[src/fe_pkg.sv]
package fe_pkg;

  localparam int XLEN      = 32;
  localparam int INST_LEN  = 32;
  localparam int RAM_DEPTH = 256;
  localparam int RAM_IDX_W = $clog2(RAM_DEPTH);
  // byte size of the instruction RAM, fetches at or above this trap
  localparam int RAM_BYTES = RAM_DEPTH * 4;
  localparam int NSTAGE    = 6;

  // stage indices into the stall and flush vectors
  localparam int CTRL_IF     = 0;
  localparam int CTRL_IF_ID  = 1;
  localparam int CTRL_ID_EX  = 2;
  localparam int CTRL_EX_MEM = 3;
  localparam int CTRL_MEM_WB = 4;
  localparam int CTRL_WB     = 5;

  typedef logic [XLEN-1:0]      addr_t;
  typedef logic [INST_LEN-1:0]  inst_t;
  typedef logic [RAM_IDX_W-1:0] ram_idx_t;
  // bit 0 misaligned fetch, bit 1 fetch beyond the RAM
  typedef logic [1:0]           trap_t;
  typedef logic [NSTAGE-1:0]    ctrl_vec_t;

  localparam addr_t PC_RESET_ADDR = 32'h0000_0100;
  // IF shows this address when it holds no instruction
  localparam addr_t PC_IDLE_ADDR  = PC_RESET_ADDR - 32'd4;
  localparam inst_t INST_NOP      = 32'h0000_0013;

  typedef struct packed {
    addr_t addr;
    inst_t inst;
    logic  bpu_taken;
    trap_t trap;
  } if_bundle_t;

  typedef struct packed {
    logic  valid;
    addr_t target;
  } redirect_t;

  typedef struct packed {
    logic     en;
    logic     we;
    ram_idx_t idx;
    inst_t    wdata;
  } ram_req_t;

  localparam if_bundle_t IF_ID_RESET = '{addr: '0, inst: INST_NOP, bpu_taken: 1'b0, trap: '0};

endpackage

[src/if_id_reg.sv]
`timescale 1ns/1ps

module if_id_reg
  import fe_pkg::*;
(
  input  logic       clk,
  input  logic       rst_n_i,
  input  ctrl_vec_t  stall_vec_i,
  input  ctrl_vec_t  flush_vec_i,
  input  if_bundle_t if_data_i,
  output if_bundle_t if_id_o
);

  logic hold;
  logic idle;
  logic flush;

  assign hold = stall_vec_i[CTRL_IF_ID];
  assign idle = if_data_i.addr == PC_IDLE_ADDR;

  // an empty IF cycle enters decode as a NOP, but never breaks a hold
  assign flush = flush_vec_i[CTRL_IF_ID] | (idle & ~hold);

  always_ff @(posedge clk or negedge rst_n_i) begin
    if (!rst_n_i) begin
      if_id_o.addr      <= IF_ID_RESET.addr;
      if_id_o.inst      <= IF_ID_RESET.inst;
      if_id_o.bpu_taken <= IF_ID_RESET.bpu_taken;
      if_id_o.trap      <= IF_ID_RESET.trap;
    end else if (flush) begin
      if_id_o.addr      <= IF_ID_RESET.addr;
      if_id_o.inst      <= IF_ID_RESET.inst;
      if_id_o.bpu_taken <= IF_ID_RESET.bpu_taken;
      if_id_o.trap      <= IF_ID_RESET.trap;
    end else if (!hold) begin
      if_id_o <= if_data_i;
    end
  end

endmodule

[config.mk]
export PLATFORM = sky130hd
export DESIGN_NAME = if_id_reg
export DESIGN_NICKNAME = d
export VERILOG_FILES = /design/src/fe_pkg.sv /design/src/if_id_reg.sv
export SDC_FILE = /design/constraint.sdc
export NUM_CORES = 1
export LEC_CHECK = 0
export BUFFER_PORTS_ARGS = -buffer_cell sky130_fd_sc_hd__buf_2
export CORE_MARGIN = 5
export CORE_UTILIZATION = 45
export CTS_CLUSTER_DIAMETER = 50
export DETAILED_ROUTE_END_ITERATION = 8
export PLACE_DENSITY = 0.88
export SYNTH_ARGS = -nofsm -noshare
export SYNTH_HDL_FRONTEND = slang
export SYNTH_SLANG_ARGS = --single-unit
export TNS_END_PERCENT = 5
[constraint.sdc]
create_clock -name clk -period 1 [get_ports clk]
set_clock_uncertainty 0.2 [all_clocks]
set_input_delay 0.15 -clock clk [delete_from_list [all_inputs] [get_ports clk]]
set_output_delay 0.15 -clock clk [all_outputs]
set_load 0.02 [all_outputs]
# After elaboration in Yosys (flattened, before gate mapping)
# Cells that the tools add are included.
[op_classes] n_eq_ne=2 bitwise_logic=3 mux=2
[ops] operator="67-bit 2-to-1 mux" count=2
[ops] operator="32-bit by 8-bit equality test with 1-bit output (second input constant)" count=1
[ops] operator="2-bit by 1-bit inequality test with 1-bit output (second input constant)" count=1
[ops] operator="1-bit AND" count=1
[ops] operator="1-bit NOT" count=1
[ops] operator="1-bit bitwise OR" count=1
[word_totals] register_bits=67 word_cells=11 out_inout_bits=67 inputBits=81

# Longest topological paths before layout
[depth] word_depth=4 mapped_depth=5 ltp_nobuf=4

# Least setup slack after synthesis
# No wires, ideal clock.
[synth_timing] path_kind="input port to flip-flop" from="input if_data_i[61] (netlist name)" to="register if_id_o[16] (netlist name)" n_path_buf=1 setup_ns=0.119 t_arrival_ns=1.359 cell_stages=5 setup_slack_ns=-0.677 path_cell_list="or4_1 -> nor4_1 -> a41o_2 -> buf_4 -> nor2_1"
[synth_via] elab_chain_len=4
[synth_rtl] item="start: declaration" line="if_id_reg.sv:10" source="input if_bundle_t if_data_i,"
[synth_rtl] item="32-bit by 8-bit equality test with 1-bit output *" line="if_id_reg.sv:19" source="assign idle = if_data_i.addr == PC_IDLE_ADDR;"
[synth_rtl] item="1-bit AND *" line="if_id_reg.sv:22" source="assign flush = flush_vec_i[CTRL_IF_ID] | (idle & ~hold);"
[synth_rtl] item="1-bit bitwise OR *" line="if_id_reg.sv:22"
[synth_rtl] item="2-bit by 1-bit inequality test with 1-bit output (no line) / 67-bit 2-to-1 mux (equally long branches)"
[synth_rtl] item="end signal: assignment" line="if_id_reg.sv:36" source="if_id_o <= if_data_i;"
[synth_rtl] item="end: declaration" line="if_id_reg.sv:11" source="output if_bundle_t if_id_o"
# Every way passes the cells marked *; elsewhere a longest branch is shown, timed or not.
# A chain may end at the register's enable or synchronous reset.

# Final worst setup path
[layout_timing] from="input if_data_i[61] (netlist name)" to="register if_id_o[8] (netlist name)"
# Same word-level chain as after synthesis.

==> impl_metrics.tcl <==
set metrics [dict create \
    outcome "finished, violations left" \
    violations "hold timing, setup timing" \
    ctsHoldBuffers 50 \
    slew_violations 0 \
    synth-edff-count 0 \
    p_sw_mw 1.67 \
    clock_power_share 0.317 \
    setup_viol 113 \
    drt.antenna.violating_nets 0 \
    p_int_mw 4.62 \
    hold_class "primary input to flip-flop" \
    met1_usage 0.265 \
    synth-seq-cells 67 \
    grt_use_total 0.229 \
    grt_pass1_vias 2844 \
    placed_cell_area_um2 3730 \
    use_met2 0.403 \
    tightest_slew_ns 0.405 \
    vdd_ir_drop_max_mv 0.846 \
    cts_max_level 3 \
    yosysSeqAreaShare 0.607 \
    clock.fmax_mhz 619 \
    via_count 2550 \
    critPathLaunchType "primary input" \
    synth_cell_types 18 \
    synthesis.area_um2 2770 \
    cts.clk_slew.worst_paths_ns 0.06 \
    critPathMaxFanout 21 \
    synth_area_leaders "dfrtp_1 58%, mux2i_1 23%, nor2_1 8.7%" \
    fin_crit_ns 1.61 \
    yosysWarnings 0 \
    viasPerCell 4.96 \
    gp_congestion 0.830 \
    grt_max_degree 32 \
    finish.utilization 0.779 \
    clockBufferDepth 2 \
    power_frac_seq 0.472 \
    finalHoldViolations 12 \
    synth_top_flop_cell "dfrtp_1" \
    netlist.top_cell.by_area "dfrtp_1" \
    cts_root_buf "clkbuf_8" \
    cts_tree "built" \
    n_antenna_cell 0 \
    nNetsFinal 516 \
    crit_type "primary input to flip-flop" \
    overflow 0 \
    io_pins 148 \
    largest_registers "if_id_o: 67 flops" \
    async_flop_share 1.00 \
    syn_inst 228 \
    rsz0062_at_grt "true" \
    fin_cells 514 \
    design.die.area_um2 7830 \
    critical_path_required_ns 1.00 \
    grt_pass1_wl_um 13600 \
    combPwrFrac 0.210 \
    largest_reg_flops 67 \
    numCtsBuffers 9 \
    final_cell_mix "112 x buf_2, 64 x dfrtp_1, 63 x mux2i_1, 62 x nor2_1, 40 x dlygate4sd3_1" \
    wirelength_um 8750 \
    wire_per_inst_um 17.0 \
    synth-simple-area-share 0.120 \
    post-place-ws_ns -0.967 \
    dp_hpwl_um 5430 \
    leakage_nw 2.61 \
    synth_fa_ha_area_frac 0 \
    clk_latency_ns 0.32 \
    drt_iter0_markers 59 \
    maxSlewHeadroom 0.728 \
    synth_area_per_cell_um2 12.1 \
    power_mw 6.29 \
    antenna_found_initial 0 \
    use_met3 0.0559 \
    min_period_over_period 1.61 \
    layout_commonest_cell "buf_2" \
    grt_busiest_layer "met2" \
    cts.sinks 67 \
    n_fill_cell 349 \
    netSwitchingFraction 0.265 \
    die_w_um 88.5 \
    worst_slack_ns -0.614 \
    die_h_um 88.5 \
    drt_drc_violations_left 0 \
    core_area_um2 5960 \
    drive_above_1_share 0.419 \
    cap_violations 0 \
    regMostFlops "if_id_o" \
    synth_top_family_by_area "multiplexers" \
    synth_xor_area_frac 0 \
    powerDensity_nw_per_um2 1360 \
    synth_top_cell_area_share 0.578 \
    synth_compound_area_frac 0.0154 \
    syn_nets 309 \
    synthMuxAreaShare 0.228 \
    stdcell_area_um2 4640 \
    crit_path_end_kind "flip-flop" \
    cp.arrival_ns 1.62 \
    start_util 0.465 \
    area_growth_pct 67.4 \
    dp_cells 448 \
    hold_ws_ns -0.0841 \
    port_buffers 137 \
    drt_first_pass_iters 4 \
    setup-tns-final_ns -38.61 \
    rows 28 \
]
-- cell usage after synthesis (all sizes together), types with 2 or more instances --
cell type	number
buf	11
dfstp	3
dfrtp	64
clkbuf	4
nor2	64
a211o	3
mux2i	63
or4	2
nor2b	4
nor4	4
-- per-layer routing --
metal,vias up,part of all wire
li1,1196,-
met1,1224,0.37
met2,109,0.53
met3,21,0.071
met4,0,0.021
met5,-,0
-- repair_timing --
| action | in CTS | in global routing |
|---|---|---|
| setup buffers | 1 | 0 |
| setup endpoints to repair | 108 | 122 |
| gates cloned | 0 | 0 |
| pin swaps | 14 | 1 |
| gates resized for setup | 21 | 44 |
| hold endpoints to repair | 133 | 9 |
-- worst max-delay path, stage by stage --
cell    delay (ns)
buf_6         0.09
or4_4         0.53
nor4_4        0.31
a41o_4        0.30
buf_12        0.16
nor2_1        0.06
-- worst paths after layout --
kind | endpoint | depth (start not counted) | start | slack, ns
setup / recovery | if_id_o[8] | 6 | if_data_i[61] | -0.61
hold / removal | if_id_o[28] | 3 | if_data_i[28] | -0.08
setup reg to reg | if_id_o[37] | 2 | if_id_o[37] | -0.02
hold reg to reg | if_id_o[1] | 2 | if_id_o[1] | 0.32
max in group asynchronous | if_id_o[64] | 3 | rst_n_i | 0.12
min in group asynchronous | if_id_o[2] | 2 | rst_n_i | 0.03
-- power by group through the flow --
stage	sequential (mW)	combinational [mW]	clock, mW
floorplan	3.19	0.342	0
global placement	2.99	1.04	0
detailed placement	3.00	1.07	0
CTS	2.96	1.26	2.07
global route	2.99	1.42	2.18
finish	2.97	1.32	2.00
-- cell families (layout without fill, tap and decap cells) --
logic type,after synthesis,after routing
multiplexers,63,63
flip-flops,67,67
AO/OA/AOI/OAI,5,5
buffers and inverters,15,226
AND/OR/NAND/NOR,78,78
-- layout make-up --
class / count / area (µm²) / share of cell area
clock inverter: 2 / 10.0 / 0.00216
tap: 75 / 93.8 / 0.0202
timing repair buffer: 211 / 1640 / 0.353
clock buffer: 13 / 169 / 0.0364
sequential: 67 / 1680 / 0.362
multi-input combinational: 146 / 1050 / 0.226
Power figures use the tool's default switching activity.
