### src/fe_pkg.sv
package fe_pkg;

  localparam int XLEN      = 32;
  localparam int INST_LEN  = 32;
  localparam int RAM_DEPTH = 256;
  localparam int RAM_IDX_W = $clog2(RAM_DEPTH);
  // byte size of the instruction RAM, fetches at or above this trap
  localparam int RAM_BYTES = RAM_DEPTH * 4;
  localparam int NSTAGE    = 6;

  // stage indices into the stall and flush vectors
  localparam int CTRL_IF     = 0;
  localparam int CTRL_IF_ID  = 1;
  localparam int CTRL_ID_EX  = 2;
  localparam int CTRL_EX_MEM = 3;
  localparam int CTRL_MEM_WB = 4;
  localparam int CTRL_WB     = 5;

  typedef logic [XLEN-1:0]      addr_t;
  typedef logic [INST_LEN-1:0]  inst_t;
  typedef logic [RAM_IDX_W-1:0] ram_idx_t;
  // bit 0 misaligned fetch, bit 1 fetch beyond the RAM
  typedef logic [1:0]           trap_t;
  typedef logic [NSTAGE-1:0]    ctrl_vec_t;

  localparam addr_t PC_RESET_ADDR = 32'h0000_0100;
  // IF shows this address when it holds no instruction
  localparam addr_t PC_IDLE_ADDR  = PC_RESET_ADDR - 32'd4;
  localparam inst_t INST_NOP      = 32'h0000_0013;

  typedef struct packed {
    addr_t addr;
    inst_t inst;
    logic  bpu_taken;
    trap_t trap;
  } if_bundle_t;

  typedef struct packed {
    logic  valid;
    addr_t target;
  } redirect_t;

  typedef struct packed {
    logic     en;
    logic     we;
    ram_idx_t idx;
    inst_t    wdata;
  } ram_req_t;

  localparam if_bundle_t IF_ID_RESET = '{addr: '0, inst: INST_NOP, bpu_taken: 1'b0, trap: '0};

endpackage

### src/fetch_unit.sv
`timescale 1ns/1ps

module fetch_unit
  import fe_pkg::*;
(
  input  logic       clk,
  input  logic       rst_n_i,
  input  ctrl_vec_t  stall_vec_i,
  input  redirect_t  redirect_i,
  input  logic       fetch_gnt_i,
  input  inst_t      rdata_i,
  output logic       fetch_req_o,
  output ram_idx_t   fetch_idx_o,
  output if_bundle_t if_data_o
);

  localparam logic [6:0] OPC_JAL    = 7'b1101111;
  localparam logic [6:0] OPC_BRANCH = 7'b1100011;

  addr_t pc_q;
  addr_t resp_addr_q;
  logic  resp_vld_q;
  trap_t trap_q;
  logic  trap_vld_q;
  logic  stall_if;
  logic  misaligned;
  logic  out_of_range;
  logic  trap_now;
  logic  predict_taken;
  addr_t b_imm;
  addr_t j_imm;
  addr_t pred_target;

  assign stall_if     = stall_vec_i[CTRL_IF];
  assign misaligned   = pc_q[1:0] != 2'b00;
  assign out_of_range = pc_q >= addr_t'(RAM_BYTES);

  assign fetch_req_o = ~stall_if & ~misaligned & ~out_of_range & ~redirect_i.valid;
  assign fetch_idx_o = pc_q[RAM_IDX_W+1:2];

  // static prediction on the word returned this cycle
  assign b_imm = {{20{rdata_i[31]}}, rdata_i[7], rdata_i[30:25], rdata_i[11:8], 1'b0};
  assign j_imm = {{12{rdata_i[31]}}, rdata_i[19:12], rdata_i[20], rdata_i[30:21], 1'b0};
  assign predict_taken = resp_vld_q & ((rdata_i[6:0] == OPC_JAL) |
                                       ((rdata_i[6:0] == OPC_BRANCH) & rdata_i[31]));
  assign pred_target = resp_addr_q + ((rdata_i[6:0] == OPC_JAL) ? j_imm : b_imm);

  // report a bad PC once, then park until a redirect
  assign trap_now = ~predict_taken & (misaligned | out_of_range) & (trap_q == '0);

  always_ff @(posedge clk or negedge rst_n_i) begin
    if (!rst_n_i) begin
      pc_q       <= PC_RESET_ADDR;
      resp_vld_q <= 1'b0;
      trap_q     <= '0;
      trap_vld_q <= 1'b0;
    end else if (redirect_i.valid) begin
      pc_q       <= redirect_i.target;
      resp_vld_q <= 1'b0;
      trap_q     <= '0;
      trap_vld_q <= 1'b0;
    end else if (!stall_if) begin
      trap_vld_q <= trap_now;
      if (trap_now) begin
        trap_q <= {out_of_range, misaligned};
      end
      // taken prediction drops the sequential word behind it
      resp_vld_q <= fetch_gnt_i & ~predict_taken;
      if (predict_taken) begin
        pc_q <= pred_target;
      end else if (fetch_gnt_i) begin
        pc_q <= pc_q + 32'd4;
      end
    end
  end

  always_ff @(posedge clk) begin
    if (fetch_gnt_i && !stall_if) begin
      resp_addr_q <= pc_q;
    end
  end

  always_comb begin
    if (trap_vld_q) begin
      if_data_o = '{addr: pc_q, inst: INST_NOP, bpu_taken: 1'b0, trap: trap_q};
    end else if (resp_vld_q) begin
      if_data_o = '{addr: resp_addr_q, inst: rdata_i, bpu_taken: predict_taken, trap: '0};
    end else begin
      if_data_o = '{addr: PC_IDLE_ADDR, inst: INST_NOP, bpu_taken: 1'b0, trap: '0};
    end
  end

endmodule

### config.mk
export PLATFORM = sky130hd
export DESIGN_NAME = fetch_unit
export DESIGN_NICKNAME = d
export VERILOG_FILES = /design/src/fe_pkg.sv /design/src/fetch_unit.sv
export SDC_FILE = /design/constraint.sdc
export NUM_CORES = 1
export LEC_CHECK = 0
export ABC_AREA = 1
export BUFFER_PORTS_ARGS = -buffer_cell sky130_fd_sc_hd__buf_2
export CORE_MARGIN = 2
export CORE_UTILIZATION = 51
export CTS_CLUSTER_SIZE = 12
export DETAILED_ROUTE_END_ITERATION = 6
export GPL_ROUTABILITY_DRIVEN = 0
export PLACE_DENSITY = 0.78
export SYNTH_ARGS = -nofsm -noshare
export SYNTH_HDL_FRONTEND = slang
export SYNTH_SLANG_ARGS = --single-unit
### constraint.sdc
create_clock -name clk -period 2.1 [get_ports clk]
set_input_delay 0.42 -clock clk [delete_from_list [all_inputs] [get_ports clk]]
set_output_delay 0.42 -clock clk [all_outputs]
set_load 0.02 [all_outputs]
Word-level counts from Yosys, hierarchy flattened

Index checks and enable logic that the tools add are counted.

Register bits after elaboration: 68
Input bits: 74
Output and inout port bits: 76
Logic and storage cells: 48

Add/sub/neg operators: 2
Order comparisons: 1
Eq/ne operators: 3
Mux-type cells: 14
Bitwise operators: 15
Reduce and logical (&&, ||, !) cells: 8

Operators by type and width:

| cell                  | count |
|---|---|
| $mux 67               | 2 |
| $mux 32               | 4 |
| $add 32x3->32 const B | 1 |
| $add 32x32->32        | 1 |
| $ge 32x11->1 const B  | 1 |
| $mux 20               | 1 |
| $eq 7x7->1 const B    | 2 |
| $and 1x1->1           | 8 |
| $mux 2                | 3 |
| $not 1->1             | 5 |
| $mux 1                | 4 |
| $reduce_and 2->1      | 2 |
| $reduce_bool 2->1     | 2 |
| $reduce_bool 3->1     | 1 |
| $logic_not 2->1       | 1 |
| $ne 2x1->1 const B    | 1 |
| $or 1x1->1            | 2 |
| $logic_and 1x1->1     | 1 |
| $logic_not 1->1       | 1 |

Longest topological paths before layout

Word-level depth: 10
Depth in mapped cells: 22
Mapped depth without buffers: 20

Least setup slack after synthesis

No wires, ideal clock.

Path kind: input -> register
Start: input rdata_i[6]
End: register pc_q[9]
Data arrival time: 2.709 ns
Setup slack: -0.735 ns
Cell stages on the path: 17
Path buffers: 2
Cell sequence: inv_1 > nor3_2 > nand2_1 > clkbuf_1 > clkbuf_1 > o21ai_0 > ha_1 > fa_1 > nand3_1 > nand3_1 > nand2_1 > nand2_1 > or2_2 > nand3_1 > o211ai_1 > nand2_1 > o21ai_0

Word-level cells in the longest chain between the ends: 7

RTL lines:

| item                                                                   | line             | RTL |
|---|---|---|
| start: declaration                                                     | fetch_unit.sv:11 | `input inst_t rdata_i,` |
| parallel branches: the longest is 7 deep, another holds $add 32x32->32 | -                |  |
| end signal: assignment                                                 | fetch_unit.sv:58 | `pc_q <= redirect_i.target;` |
| end signal: assignment                                                 | fetch_unit.sv:70 | `pc_q <= pred_target;` |
| end signal: assignment                                                 | fetch_unit.sv:72 | `pc_q <= pc_q + 32'd4;` |
| end: declaration                                                       | fetch_unit.sv:20 | `addr_t pc_q;` |

Parallel ways; which one is timed is not known. The select of a mux whose other input is x is not followed.
A chain may end at the register's enable or synchronous reset.

Worst setup path after layout

Start: input rdata_i[6]
End: register pc_q[25]

Same word-level chain as after synthesis.

==> flow_summary.toml <==
[critical_path]
cp.arrival_ns = 3.03
critPathCaptureType = "flop"
timing.rr.end = "pc_q[21]"
criticalPathCategory = "in -> reg"
worst-path-max-fanout = 4
crit_required_ns = 2.34
r2r_slack_ns = -0.36
reg2reg_from = "resp_addr_q[1]"
reg2reg_depth = 12
cp-start-kind = "primary input"

[clock_tree]
ctsRootBufferMaster = "clkbuf_16"
htreeDepth = 3
clk_path_buf_depth = 2
numCtsBuffers = 9
clock_sinks = 68
clk_pin_slew_worst_paths_ns = 0.05
cts_hold_buf = 0
tritoncts = "built"
worst_skew_pair.late_latency_ns = 0.34

[sta]
worstMarginPinSlew_ns = 0.511
rsz0062_at_grt = "true"
maxSlewViolCount = 0
fin_skew_ns = 0.00805
post-route-period-util_pct = 133
maxSlewHeadroom_pct = 65.9
fmax_mhz = 358
setup_ws_ns = -0.694
setup_tns_ns = -15.06
hold_viol = 0
fin_crit_ns = 2.79
setup_viol = 44

[die]
coreArea_um2 = 13800
die_w_um = 122
io_pins = 150
initial_utilization_pct = 51.8
die-area_um2 = 14900
die_y_um = 122
rows = 43

[power]
p_leak_nw = 5.44
cell_internal_pwr_w = 0.00357
seqPwrFrac_pct = 28.7
switching_share_pct = 41.8
clkPwrFrac_pct = 22.3
switching_power_w = 0.00257
power.density_nw_per_um2 = 580
combPwrFrac_pct = 49.0
ir_drop_v = 0.000546

[grt]
grt_use_total_pct = 35.0
grt_pass1_wl_um = 40500
grt_max_degree = 37
grt_pass1_vias = 8262
overflow = 0
antenna_found_initial = 0

[hold_path]
holdCritPathClass = "in -> async"

[yosys]
syn_inst = 1198
synth.largest_area_cell = "nand2_1"
ys_top_cells_by_area = "nand2_1, edfxtp_1, dfrtp_1, inv_1, nor2_1"
ys_top_cells_by_count = "nand2_1, inv_1, nor2_1, nand3_1, o21ai_0"
ys_warn_count = 0
yosysMostFrequentCell = "nand2_1"
synth_seq_cells = 68
ys_types = 47
synth.top_cell.area_share_pct = 23.3
synth_edf_count = 32
yosysSeqAreaShare_pct = 26.1
async_flop_share_pct = 52.9
syn_area_um2 = 7130
synth_nets = 1308
syn_area_per_cell_um2 = 5.95
yosys_most_used_dff = "dfrtp_1"

[finish]
syn_to_final_growth_pct = 48.7
nFillCells = 912
diodes = 0
post-route-util_pct = 77.0
nNetsFinal = 1571
drive_gt1_share_pct = 37.7

[placement]
io_buffers = 144
dp_hpwl_um = 19400

[route]
postRouteAntennaNets = 0
num_vias = 9766
drc = 1
drt-vias-per-instance = 5.93
first_pass_iters = 7
routed_wl_um = 31100
wl_per_cell_um = 18.9
drt_iter0_drc = 1631

[status]
violations = "design-rule violations, negative setup slack"
status = "finished, violations left"

[flow_run]
maxCapViolCount = 0
## power by group through the flow
stage | Combinational [W] | Sequential, W | Clock [W]
after floorplan | 0.00136 | 0.00175 | 0
after global placement | 0.00222 | 0.00174 | 0
after detailed placement | 0.00226 | 0.00175 | 0
after CTS | 0.00244 | 0.00174 | 0.00135
after global routing | 0.00319 | 0.00178 | 0.00141
final | 0.00301 | 0.00177 | 0.00137
## worst max-delay path by stage
stage | from | end | slack [ns] | cells after the start
after detailed placement | rdata_i[0] | pc_q[28] | -0.80 | 20
after global routing | rdata_i[6] | pc_q[25] | -0.79 | 22
final | rdata_i[6] | pc_q[25] | -0.69 | 22
after global placement | rdata_i[6] | pc_q[28] | -0.79 | 20
after floorplan | rdata_i[0] | pc_q[9] | -0.51 | 18
after CTS | rdata_i[4] | pc_q[29] | -0.26 | 18
## final cells by class
| type | instances | area, um^2 | share of cell area, % |
|---|---|---|---|
| multi-input cells | 913 | 5460 | 51.5 |
| repair buffers | 292 | 2100 | 19.8 |
| flip-flops and latches | 68 | 1860 | 17.6 |
| inverters | 177 | 679 | 6.41 |
| clock buffers | 13 | 250 | 2.36 |
| well taps | 180 | 225 | 2.12 |
| clock inverters | 3 | 13.8 | 0.130 |
## registers in the layout, indices dropped and copies added (netlist names)
register,count
trap_q,2
resp_vld_q,1
resp_addr_q,32
pc_q,32
trap_vld_q,1
## metal layers
metal	GRT usage [%]	up-vias	wire length (um)	part of all wire [%]
met5	0	-	0	0
li1	-	4282	-	-
met4	14.2	0	2590	8.3
met2	56.1	859	13600	44
met1	46.5	4363	10800	35
met3	6.64	262	4180	13
## kinds of logic (layout without fill, tap and decap cells)
kind of cell	after synthesis	after routing	synth area share, %
adders and majority gates	36	36	6.42
AOI/OAI and AO/OA	129	129	9.97
and+or+nand+nor	731	731	42.8
DFF	68	68	26.1
buffers and inverters	217	485	12.5
xor gates and xnor gates	17	17	2.09
## critical path: stages
cell and delay [ns]:
buf_8 0.08, inv_8 0.03, nor3_4 0.23, nand2_2 0.14, buf_6 0.15, buf_4 0.14, o21ai_2 0.12, ha_2 0.23
fa_2 0.30, nand3_2 0.19, nand3_4 0.13, nand2_1 0.08, nand2_2 0.11, nand2_1 0.12, nand2_2 0.14, nand2_2 0.07
nand2_1 0.06, nand2_1 0.05, nand3_1 0.07, nand2_1 0.05, nand2_1 0.05, nand2_1 0.04
## metrics by stage
stage                     instances  setup slack [ns]  cell area (um^2)  power, W  hold slack, ns
after floorplan                1198            -0.514              7220   0.00311           0.124
after global placement         1603            -0.786              8850   0.00396           0.492
after detailed placement       1603            -0.800              8850   0.00400           0.499
after CTS                      1626            -0.261              9670   0.00553           0.148
after global routing           1646            -0.786             10600   0.00638           0.174
final                          1646            -0.694             10600   0.00614           0.126
## cells in the final DEF, fill, tap and decap left out, types with 18 or more instances in the layout
cell      count
o21ai_1      34
inv_2        19
ha_1         20
inv_1       154
buf_6        27
edfxtp_1     32
dfrtp_1      34
buf_4       149
nor2_2       18
nand3_2      26
a21oi_1      29
buf_2       109
nand2_2      58
nor2_1      136
nand2_1     372
nand3_1      38
## repair_timing
item	in CTS	in global routing
pin swaps	42	72
gates resized for setup	119	228
endpoints found under the setup margin	58	61
buffers inserted	5	19
gates cloned	2	1
Power figures use the tool's default switching activity.
