$ cat src/fe_pkg.sv
package fe_pkg;

  localparam int XLEN      = 32;
  localparam int INST_LEN  = 32;
  localparam int RAM_DEPTH = 256;
  localparam int RAM_IDX_W = $clog2(RAM_DEPTH);
  // byte size of the instruction RAM, fetches at or above this trap
  localparam int RAM_BYTES = RAM_DEPTH * 4;
  localparam int NSTAGE    = 6;

  // stage indices into the stall and flush vectors
  localparam int CTRL_IF     = 0;
  localparam int CTRL_IF_ID  = 1;
  localparam int CTRL_ID_EX  = 2;
  localparam int CTRL_EX_MEM = 3;
  localparam int CTRL_MEM_WB = 4;
  localparam int CTRL_WB     = 5;

  typedef logic [XLEN-1:0]      addr_t;
  typedef logic [INST_LEN-1:0]  inst_t;
  typedef logic [RAM_IDX_W-1:0] ram_idx_t;
  // bit 0 misaligned fetch, bit 1 fetch beyond the RAM
  typedef logic [1:0]           trap_t;
  typedef logic [NSTAGE-1:0]    ctrl_vec_t;

  localparam addr_t PC_RESET_ADDR = 32'h0000_0100;
  // IF shows this address when it holds no instruction
  localparam addr_t PC_IDLE_ADDR  = PC_RESET_ADDR - 32'd4;
  localparam inst_t INST_NOP      = 32'h0000_0013;

  typedef struct packed {
    addr_t addr;
    inst_t inst;
    logic  bpu_taken;
    trap_t trap;
  } if_bundle_t;

  typedef struct packed {
    logic  valid;
    addr_t target;
  } redirect_t;

  typedef struct packed {
    logic     en;
    logic     we;
    ram_idx_t idx;
    inst_t    wdata;
  } ram_req_t;

  localparam if_bundle_t IF_ID_RESET = '{addr: '0, inst: INST_NOP, bpu_taken: 1'b0, trap: '0};

endpackage

$ cat src/imem_arbiter.sv
`timescale 1ns/1ps

module imem_arbiter
  import fe_pkg::*;
(
  input  logic     fetch_req_i,
  input  ram_idx_t fetch_idx_i,
  input  logic     load_we_i,
  input  ram_idx_t load_addr_i,
  input  inst_t    load_data_i,
  output ram_req_t ram_req_o,
  output logic     fetch_gnt_o
);

  // load port has fixed priority over fetch
  assign fetch_gnt_o = fetch_req_i & ~load_we_i;

  always_comb begin
    ram_req_o.en = load_we_i | fetch_req_i;
    ram_req_o.we = load_we_i;
    if (load_we_i) begin
      ram_req_o.idx   = load_addr_i;
      ram_req_o.wdata = load_data_i;
    end else begin
      ram_req_o.idx   = fetch_idx_i;
      ram_req_o.wdata = '0;
    end
  end

endmodule

$ cat config.mk
export PLATFORM = sky130hd
export DESIGN_NAME = imem_arbiter
export DESIGN_NICKNAME = d
export VERILOG_FILES = /design/src/fe_pkg.sv /design/src/imem_arbiter.sv
export SDC_FILE = /design/constraint.sdc
export NUM_CORES = 1
export LEC_CHECK = 0
export ABC_CLOCK_PERIOD_IN_PS = 1200
export BUFFER_PORTS_ARGS = -buffer_cell sky130_fd_sc_hd__buf_2
export CORE_UTILIZATION = 23
export DETAILED_ROUTE_END_ITERATION = 8
export GPL_ROUTABILITY_DRIVEN = 0
export PLACE_DENSITY_LB_ADDON = 0.15
export SLEW_MARGIN = 20
export SYNTH_ARGS = -nofsm -noshare
export SYNTH_HDL_FRONTEND = slang
export SYNTH_SLANG_ARGS = --single-unit
export TNS_END_PERCENT = 30
$ cat constraint.sdc
create_clock -name vclk -period 1.2
set_input_delay 0.06 -clock vclk [all_inputs]
set_output_delay 0.06 -clock vclk [all_outputs]
set_load 0.03 [all_outputs]
# After elaboration in Yosys (flattened, before gate mapping)
# Index checks and enable logic that the tools add are counted.
[word_totals]
inputBits = 50
elab_cells = 4
out_inout_bits = 43
ff_bits = 0
[classes]
muxes = 1
n_bitwise = 3
[op_table]
columns = ["op", "count"]
rows = [
  ["$mux 40", 1],
  ["$and 1x1->1", 1],
  ["$not 1->1", 1],
  ["$or 1x1->1", 1],
]

# Longest topological paths before layout
# Gate-level depths: netlist of the first run.
[logic_depth]
ltp_word = 2
mapped_depth = 2
mapped_depth_nobuf = 1

# Least setup slack after synthesis of the first run
# Ideal clock, no wire load.
[synth_path]
path_kind = "input-to-output"
from = "input load_we_i"
to = "output ram_req_o[32] (netlist name)"
path_buffers = 1
t_required_ns = 1.140
arrival_ns = 0.573
stages = 2
setup_slack_ns = 0.567
cell_sequence = "buf_6 > mux2_2"
[synth_lines]
columns = ["item", "line", "rtl"]
rows = [
  ["from (decl)", "imem_arbiter.sv:8", "input logic load_we_i,"],
  ["to (decl)", "imem_arbiter.sv:11", "output ram_req_t ram_req_o,"],
]

==> impl_metrics.env, run 1 <==
export IMPL_syn_to_final_growth_pct=136
export IMPL_antenna_found_initial=0
export IMPL_fin_crit_sh_pct=83.4
export IMPL_final_nets=188
export IMPL_rows=13
export IMPL_ios=93
export IMPL_outcome="finished clean"
export IMPL_fin_ws_ns=0.199
export IMPL_ant_nets=0
export IMPL_wire_per_inst_microns=8.57
export IMPL_crit_chain="buf_2 -> buf_4 -> and2_1 -> buf_2"
export IMPL_cp_slowest_cell="buf_2"
export IMPL_yosys_warnings=0
export IMPL_fillers=129
export IMPL_critPathArrivalTime_ns=0.94
export IMPL_holdCritStartpoint="fetch_req_i"
export IMPL_hold_depth=3
export IMPL_crit_top_cell="buf_2"
export IMPL_dieArea_sq_mm=0.00163
export IMPL_vias_per_cell=4.02
export IMPL_drtIter0Drc=1
export IMPL_max_stage_delay_ns=0.29
export IMPL_synthSimpleGateAreaFrac_pct=63.3
export IMPL_power_density_mw_per_mm2=505
export IMPL_grt_overflow=0
export IMPL_track_usage_pct=12.6
export IMPL_crit_family="buffers and inverters"
export IMPL_wl_mm=1.29
export IMPL_rsz0062_at_grt="no"
export IMPL_synth_area_per_cell_sq_um=7.19
export IMPL_antenna_cells=0
export IMPL_die_w_microns=40.3
export IMPL_netlist_area_sq_um=338
export IMPL_first_pass_iters=3
export IMPL_period_needed_ns=1.00
export IMPL_drv_cap=0
export IMPL_fmax_mhz=999
export IMPL_synthAdderAreaFrac_pct=0
export IMPL_initial_core_util_pct=25.3
export IMPL_required_ns=1.14
export IMPL_grt_pass1_vias=380
export IMPL_p_leak_nw=0.522
export IMPL_cp_start_kind="input pin"
export IMPL_synth_top_family_by_area="simple AND/OR/NAND/NOR gates"
export IMPL_syn_nets=97
export IMPL_core_region_area_sq_mm=0.00133
export IMPL_critPathKind="in -> out"
export IMPL_critPathBufInv=3
export IMPL_drv_slew=0
export IMPL_synth_cell_types=7
export IMPL_regArea_sq_um=0
export IMPL_multiInputGateArea_sq_um=304
export IMPL_synth_compound_area_share_pct=0
export IMPL_min_delay_path_class="in -> out"
export IMPL_grt_pass1_wl_mm=1.46
export IMPL_dp_slack_ns=0.184
export IMPL_post_cts_setup_buffers=0
export IMPL_netlist_instances=47
export IMPL_setup_violations=0
export IMPL_dr_total_vias=607
export IMPL_die_h_microns=40.3
export IMPL_end_kind="output port"
export IMPL_num_clock_buffers=0
export IMPL_drive_gt1_share_pct=75.7
export IMPL_final_hold_viol_count=0
export IMPL_slew_limit_headroom_pct=78.2
export IMPL_grt_max_degree=24
export IMPL_io_buffers=93
export IMPL_postCtsResizedCells=0
export IMPL_synthXorXnorAreaFrac_pct=0
export IMPL_tightest_slew_ns=0.327
export IMPL_yosysSeqAreaShare_pct=0
export IMPL_final_core_util_pct=59.7
export IMPL_ir_worst_vdd_mv=0.257
export IMPL_fin_tns_setup_ns=0
export IMPL_seq_cells=0
export IMPL_holdBufCountCts=0
export IMPL_path_max_fanout=23
export IMPL_synth_mux_area_share_pct=26.7
export IMPL_min_delay_worst_endpoint="ram_req_o[41]"
export IMPL_drc=0
[where the power goes]
group | total, mW | internal [mW] | switching (mW)
Combinational | 0.402 | 0.160 | 0.242
Sequential | 0 | 0 | 0
Clock | 0 | 0 | 0
[synth_stat cells, drive strengths merged]
library cell  instances  area share (%)
and2b                 1             2.2
mux2                  8              27
and2                 32              59
or2                   1             1.9
buf                   5              10
[worst max path at each step]
stage	slack, ns	start	depth (start not counted)	end
global route	0.09	load_we_i	4	ram_req_o[26]
detailed placement	0.18	load_we_i	4	ram_req_o[7]
global placement	0.21	load_we_i	4	ram_req_o[7]
CTS	0.18	load_we_i	4	ram_req_o[7]
finish	0.20	load_we_i	4	ram_req_o[3]
floorplan	0.57	load_we_i	2	ram_req_o[32]
[area by class of cell]
type                       instances  share of cell area, %
multi-input combinational         42                   38.2
timing repair buffer              94                   59.4
tap                               15                   2.36
[routing by layer]
metal | up-vias | GRT usage (%) | routed length (microns)
li1 | 323 | - | -
met1 | 235 | 12.3 | 440
met2 | 49 | 28.6 | 659
met3 | 0 | 0.556 | 194
met4 | 0 | 0 | 0
met5 | - | 0 | 0
[per-stage QoR]
| stage | hold WS, ns | cell area [sq um] | total power [mW] | std cells |
|---|---|---|---|---|
| final | 0.466 | 796 | 0.402 | 151 |
| after global routing | 0.487 | 796 | 0.434 | 151 |
| after CTS | 0.468 | 796 | 0.406 | 151 |
| after detailed placement | 0.468 | 796 | 0.405 | 151 |
| after global placement | 0.467 | 796 | 0.401 | 151 |
| after floorplan | 0.252 | 338 | 0.260 | 47 |
[cell usage in the layout (no fill, tap or decap)]
cell,count
or2_2,1
and2_1,32
and2b_1,1
buf_4,1
buf_2,93
mux2_2,8
[cell families after synthesis]
logic type | Yosys count
buf+inv | 5
simple gates | 34
mux | 8
Note: power is estimated with default switching activity, not from simulation.
==> inputs of run 2 (changes only) <==
ABC_CLOCK_PERIOD_IN_PS = 950   (was 1200)
CORE_UTILIZATION = 21   (was 23)
clock period = 0.95 ns   (was 1.2 ns; I/O delays follow)
==> impl_metrics.env, run 2 (synthesized netlist as in run 1, its figures left out) <==
export IMPL_outcome="finished clean"
export IMPL_antenna_found_initial=0
export IMPL_end_kind="output port"
export IMPL_fmax_mhz=1220
export IMPL_fin_tns_setup_ns=0
export IMPL_critPathKind="in -> out"
export IMPL_dp_hpwl_mm=1.08
export IMPL_cp_start_kind="input pin"
export IMPL_ant_nets=0
export IMPL_dp_cells=152
export IMPL_track_usage_pct=11.8
export IMPL_critPathArrivalTime_ns=0.78
export IMPL_path_max_fanout=21
export IMPL_wire_per_inst_microns=8.13
export IMPL_mostFrequentLayoutCells="buf_2 (92), and2_1 (32), mux2_2 (8)"
export IMPL_final_hold_viol_count=0
export IMPL_io_buffers=93
export IMPL_required_ns=0.90
export IMPL_holdCritStartpoint="fetch_req_i"
export IMPL_critPathBufInv=2
export IMPL_dr_total_vias=628
export IMPL_ios=93
export IMPL_combPwrFrac_pct=100.0
export IMPL_p_leak_nw=0.524
export IMPL_vias_per_cell=4.13
export IMPL_min_delay_path_class="in -> out"
export IMPL_postPlaceCellArea_sq_um=797
export IMPL_final_cells=152
export IMPL_ir_worst_vdd_mv=0.303
export IMPL_max_stage_delay_ns=0.35
export IMPL_grt_pass1_wl_mm=1.79
export IMPL_grt_pass1_vias=468
export IMPL_grt_overflow=0
export IMPL_drv_slew=0
export IMPL_cp_slowest_cell="mux2_2"
export IMPL_initial_core_util_pct=22.4
export IMPL_wl_mm=1.24
export IMPL_rsz0062_at_grt="no"
export IMPL_p_int_mw=0.205
export IMPL_fin_crit_sh_pct=86.6
export IMPL_period_needed_ns=0.823
export IMPL_crit_family="buffers and inverters"
export IMPL_drc=0
export IMPL_holdBufCountCts=0
export IMPL_drive_gt1_share_pct=75.7
export IMPL_drtIter0Drc=2
export IMPL_num_clock_buffers=0
export IMPL_syn_to_final_growth_pct=138
export IMPL_crit_chain="buf_4 -> mux2_2 -> buf_2"
export IMPL_pwr_share_seq_pct=0
export IMPL_drv_cap=0
export IMPL_fillers=165
export IMPL_seq_cells=0
export IMPL_final_nets=188
export IMPL_setup_violations=0
export IMPL_die_w_microns=42.1
export IMPL_switching_share_pct=59.8
export IMPL_first_pass_iters=4
export IMPL_tightest_slew_ns=0.186
export IMPL_rows=14
export IMPL_mostFrequentLayoutCell="buf_2"
export IMPL_postCtsResizedCells=1
export IMPL_clockPowerShare_pct=0
export IMPL_min_delay_worst_endpoint="ram_req_o[41]"
export IMPL_core_region_area_sq_mm=0.00151
export IMPL_grt_max_degree=24
export IMPL_dieArea_sq_mm=0.00177
export IMPL_power_density_mw_per_mm2=635
export IMPL_hold_depth=3
export IMPL_regArea_sq_um=0
export IMPL_slew_limit_headroom_pct=87.6
export IMPL_switching_power_mw=0.305
export IMPL_post_cts_setup_buffers=0
export IMPL_fin_total_pwr_mw=0.510
export IMPL_antenna_cells=0
export IMPL_multiInputGateArea_sq_um=304
export IMPL_finalInstanceArea_sq_um=803
export IMPL_die_h_microns=42.1
[run 2: stage by stage]
stage / setup WS [ns] / hold slack, ns / utilization [%]
6_report: 0.127 / 0.449 / 53.3
5_1_grt: 0.0569 / 0.459 / 53.3
4_1_cts: 0.0728 / 0.451 / 53.1
3_5_place_dp: -0.0494 / 0.451 / 52.9
3_3_place_gp: -0.000863 / 0.439 / 52.9
2_1_floorplan: 0.342 / 0.227 / -
[run 2: cell type report]
type                       count  share of cell area (%)
multi-input combinational     42                    37.9
timing repair buffer          94                    59.7
tap                           16                    2.49
[run 2: power groups by stage]
stage | combinational, mW | sequential, mW | clock, mW
floorplan | 0.329 | 0 | 0
global placement | 0.507 | 0 | 0
detailed placement | 0.512 | 0 | 0
CTS | 0.514 | 0 | 0
global route | 0.544 | 0 | 0
finish | 0.510 | 0 | 0
[run 2: worst max path at each step]
| stage | startpoint | to | cells after the start |
|---|---|---|---|
| 5_1_grt | load_we_i | ram_req_o[16] | 4 |
| 6_report | load_we_i | ram_req_o[36] | 3 |
| 3_3_place_gp | load_we_i | ram_req_o[28] | 4 |
| 3_5_place_dp | load_we_i | ram_req_o[6] | 4 |
| 4_1_cts | load_we_i | ram_req_o[6] | 4 |
| 2_1_floorplan | load_we_i | ram_req_o[32] | 2 |
[run 2: per-layer routing]
metal | GRT usage (%) | wire length, microns | vias to the layer above | share of wire [%]
li1 | - | - | 322 | -
met1 | 10.9 | 420 | 256 | 34
met2 | 27.2 | 631 | 50 | 51
met3 | 1.72 | 183 | 0 | 15
met4 | 0 | 0 | 0 | 0
met5 | 0 | 0 | - | 0
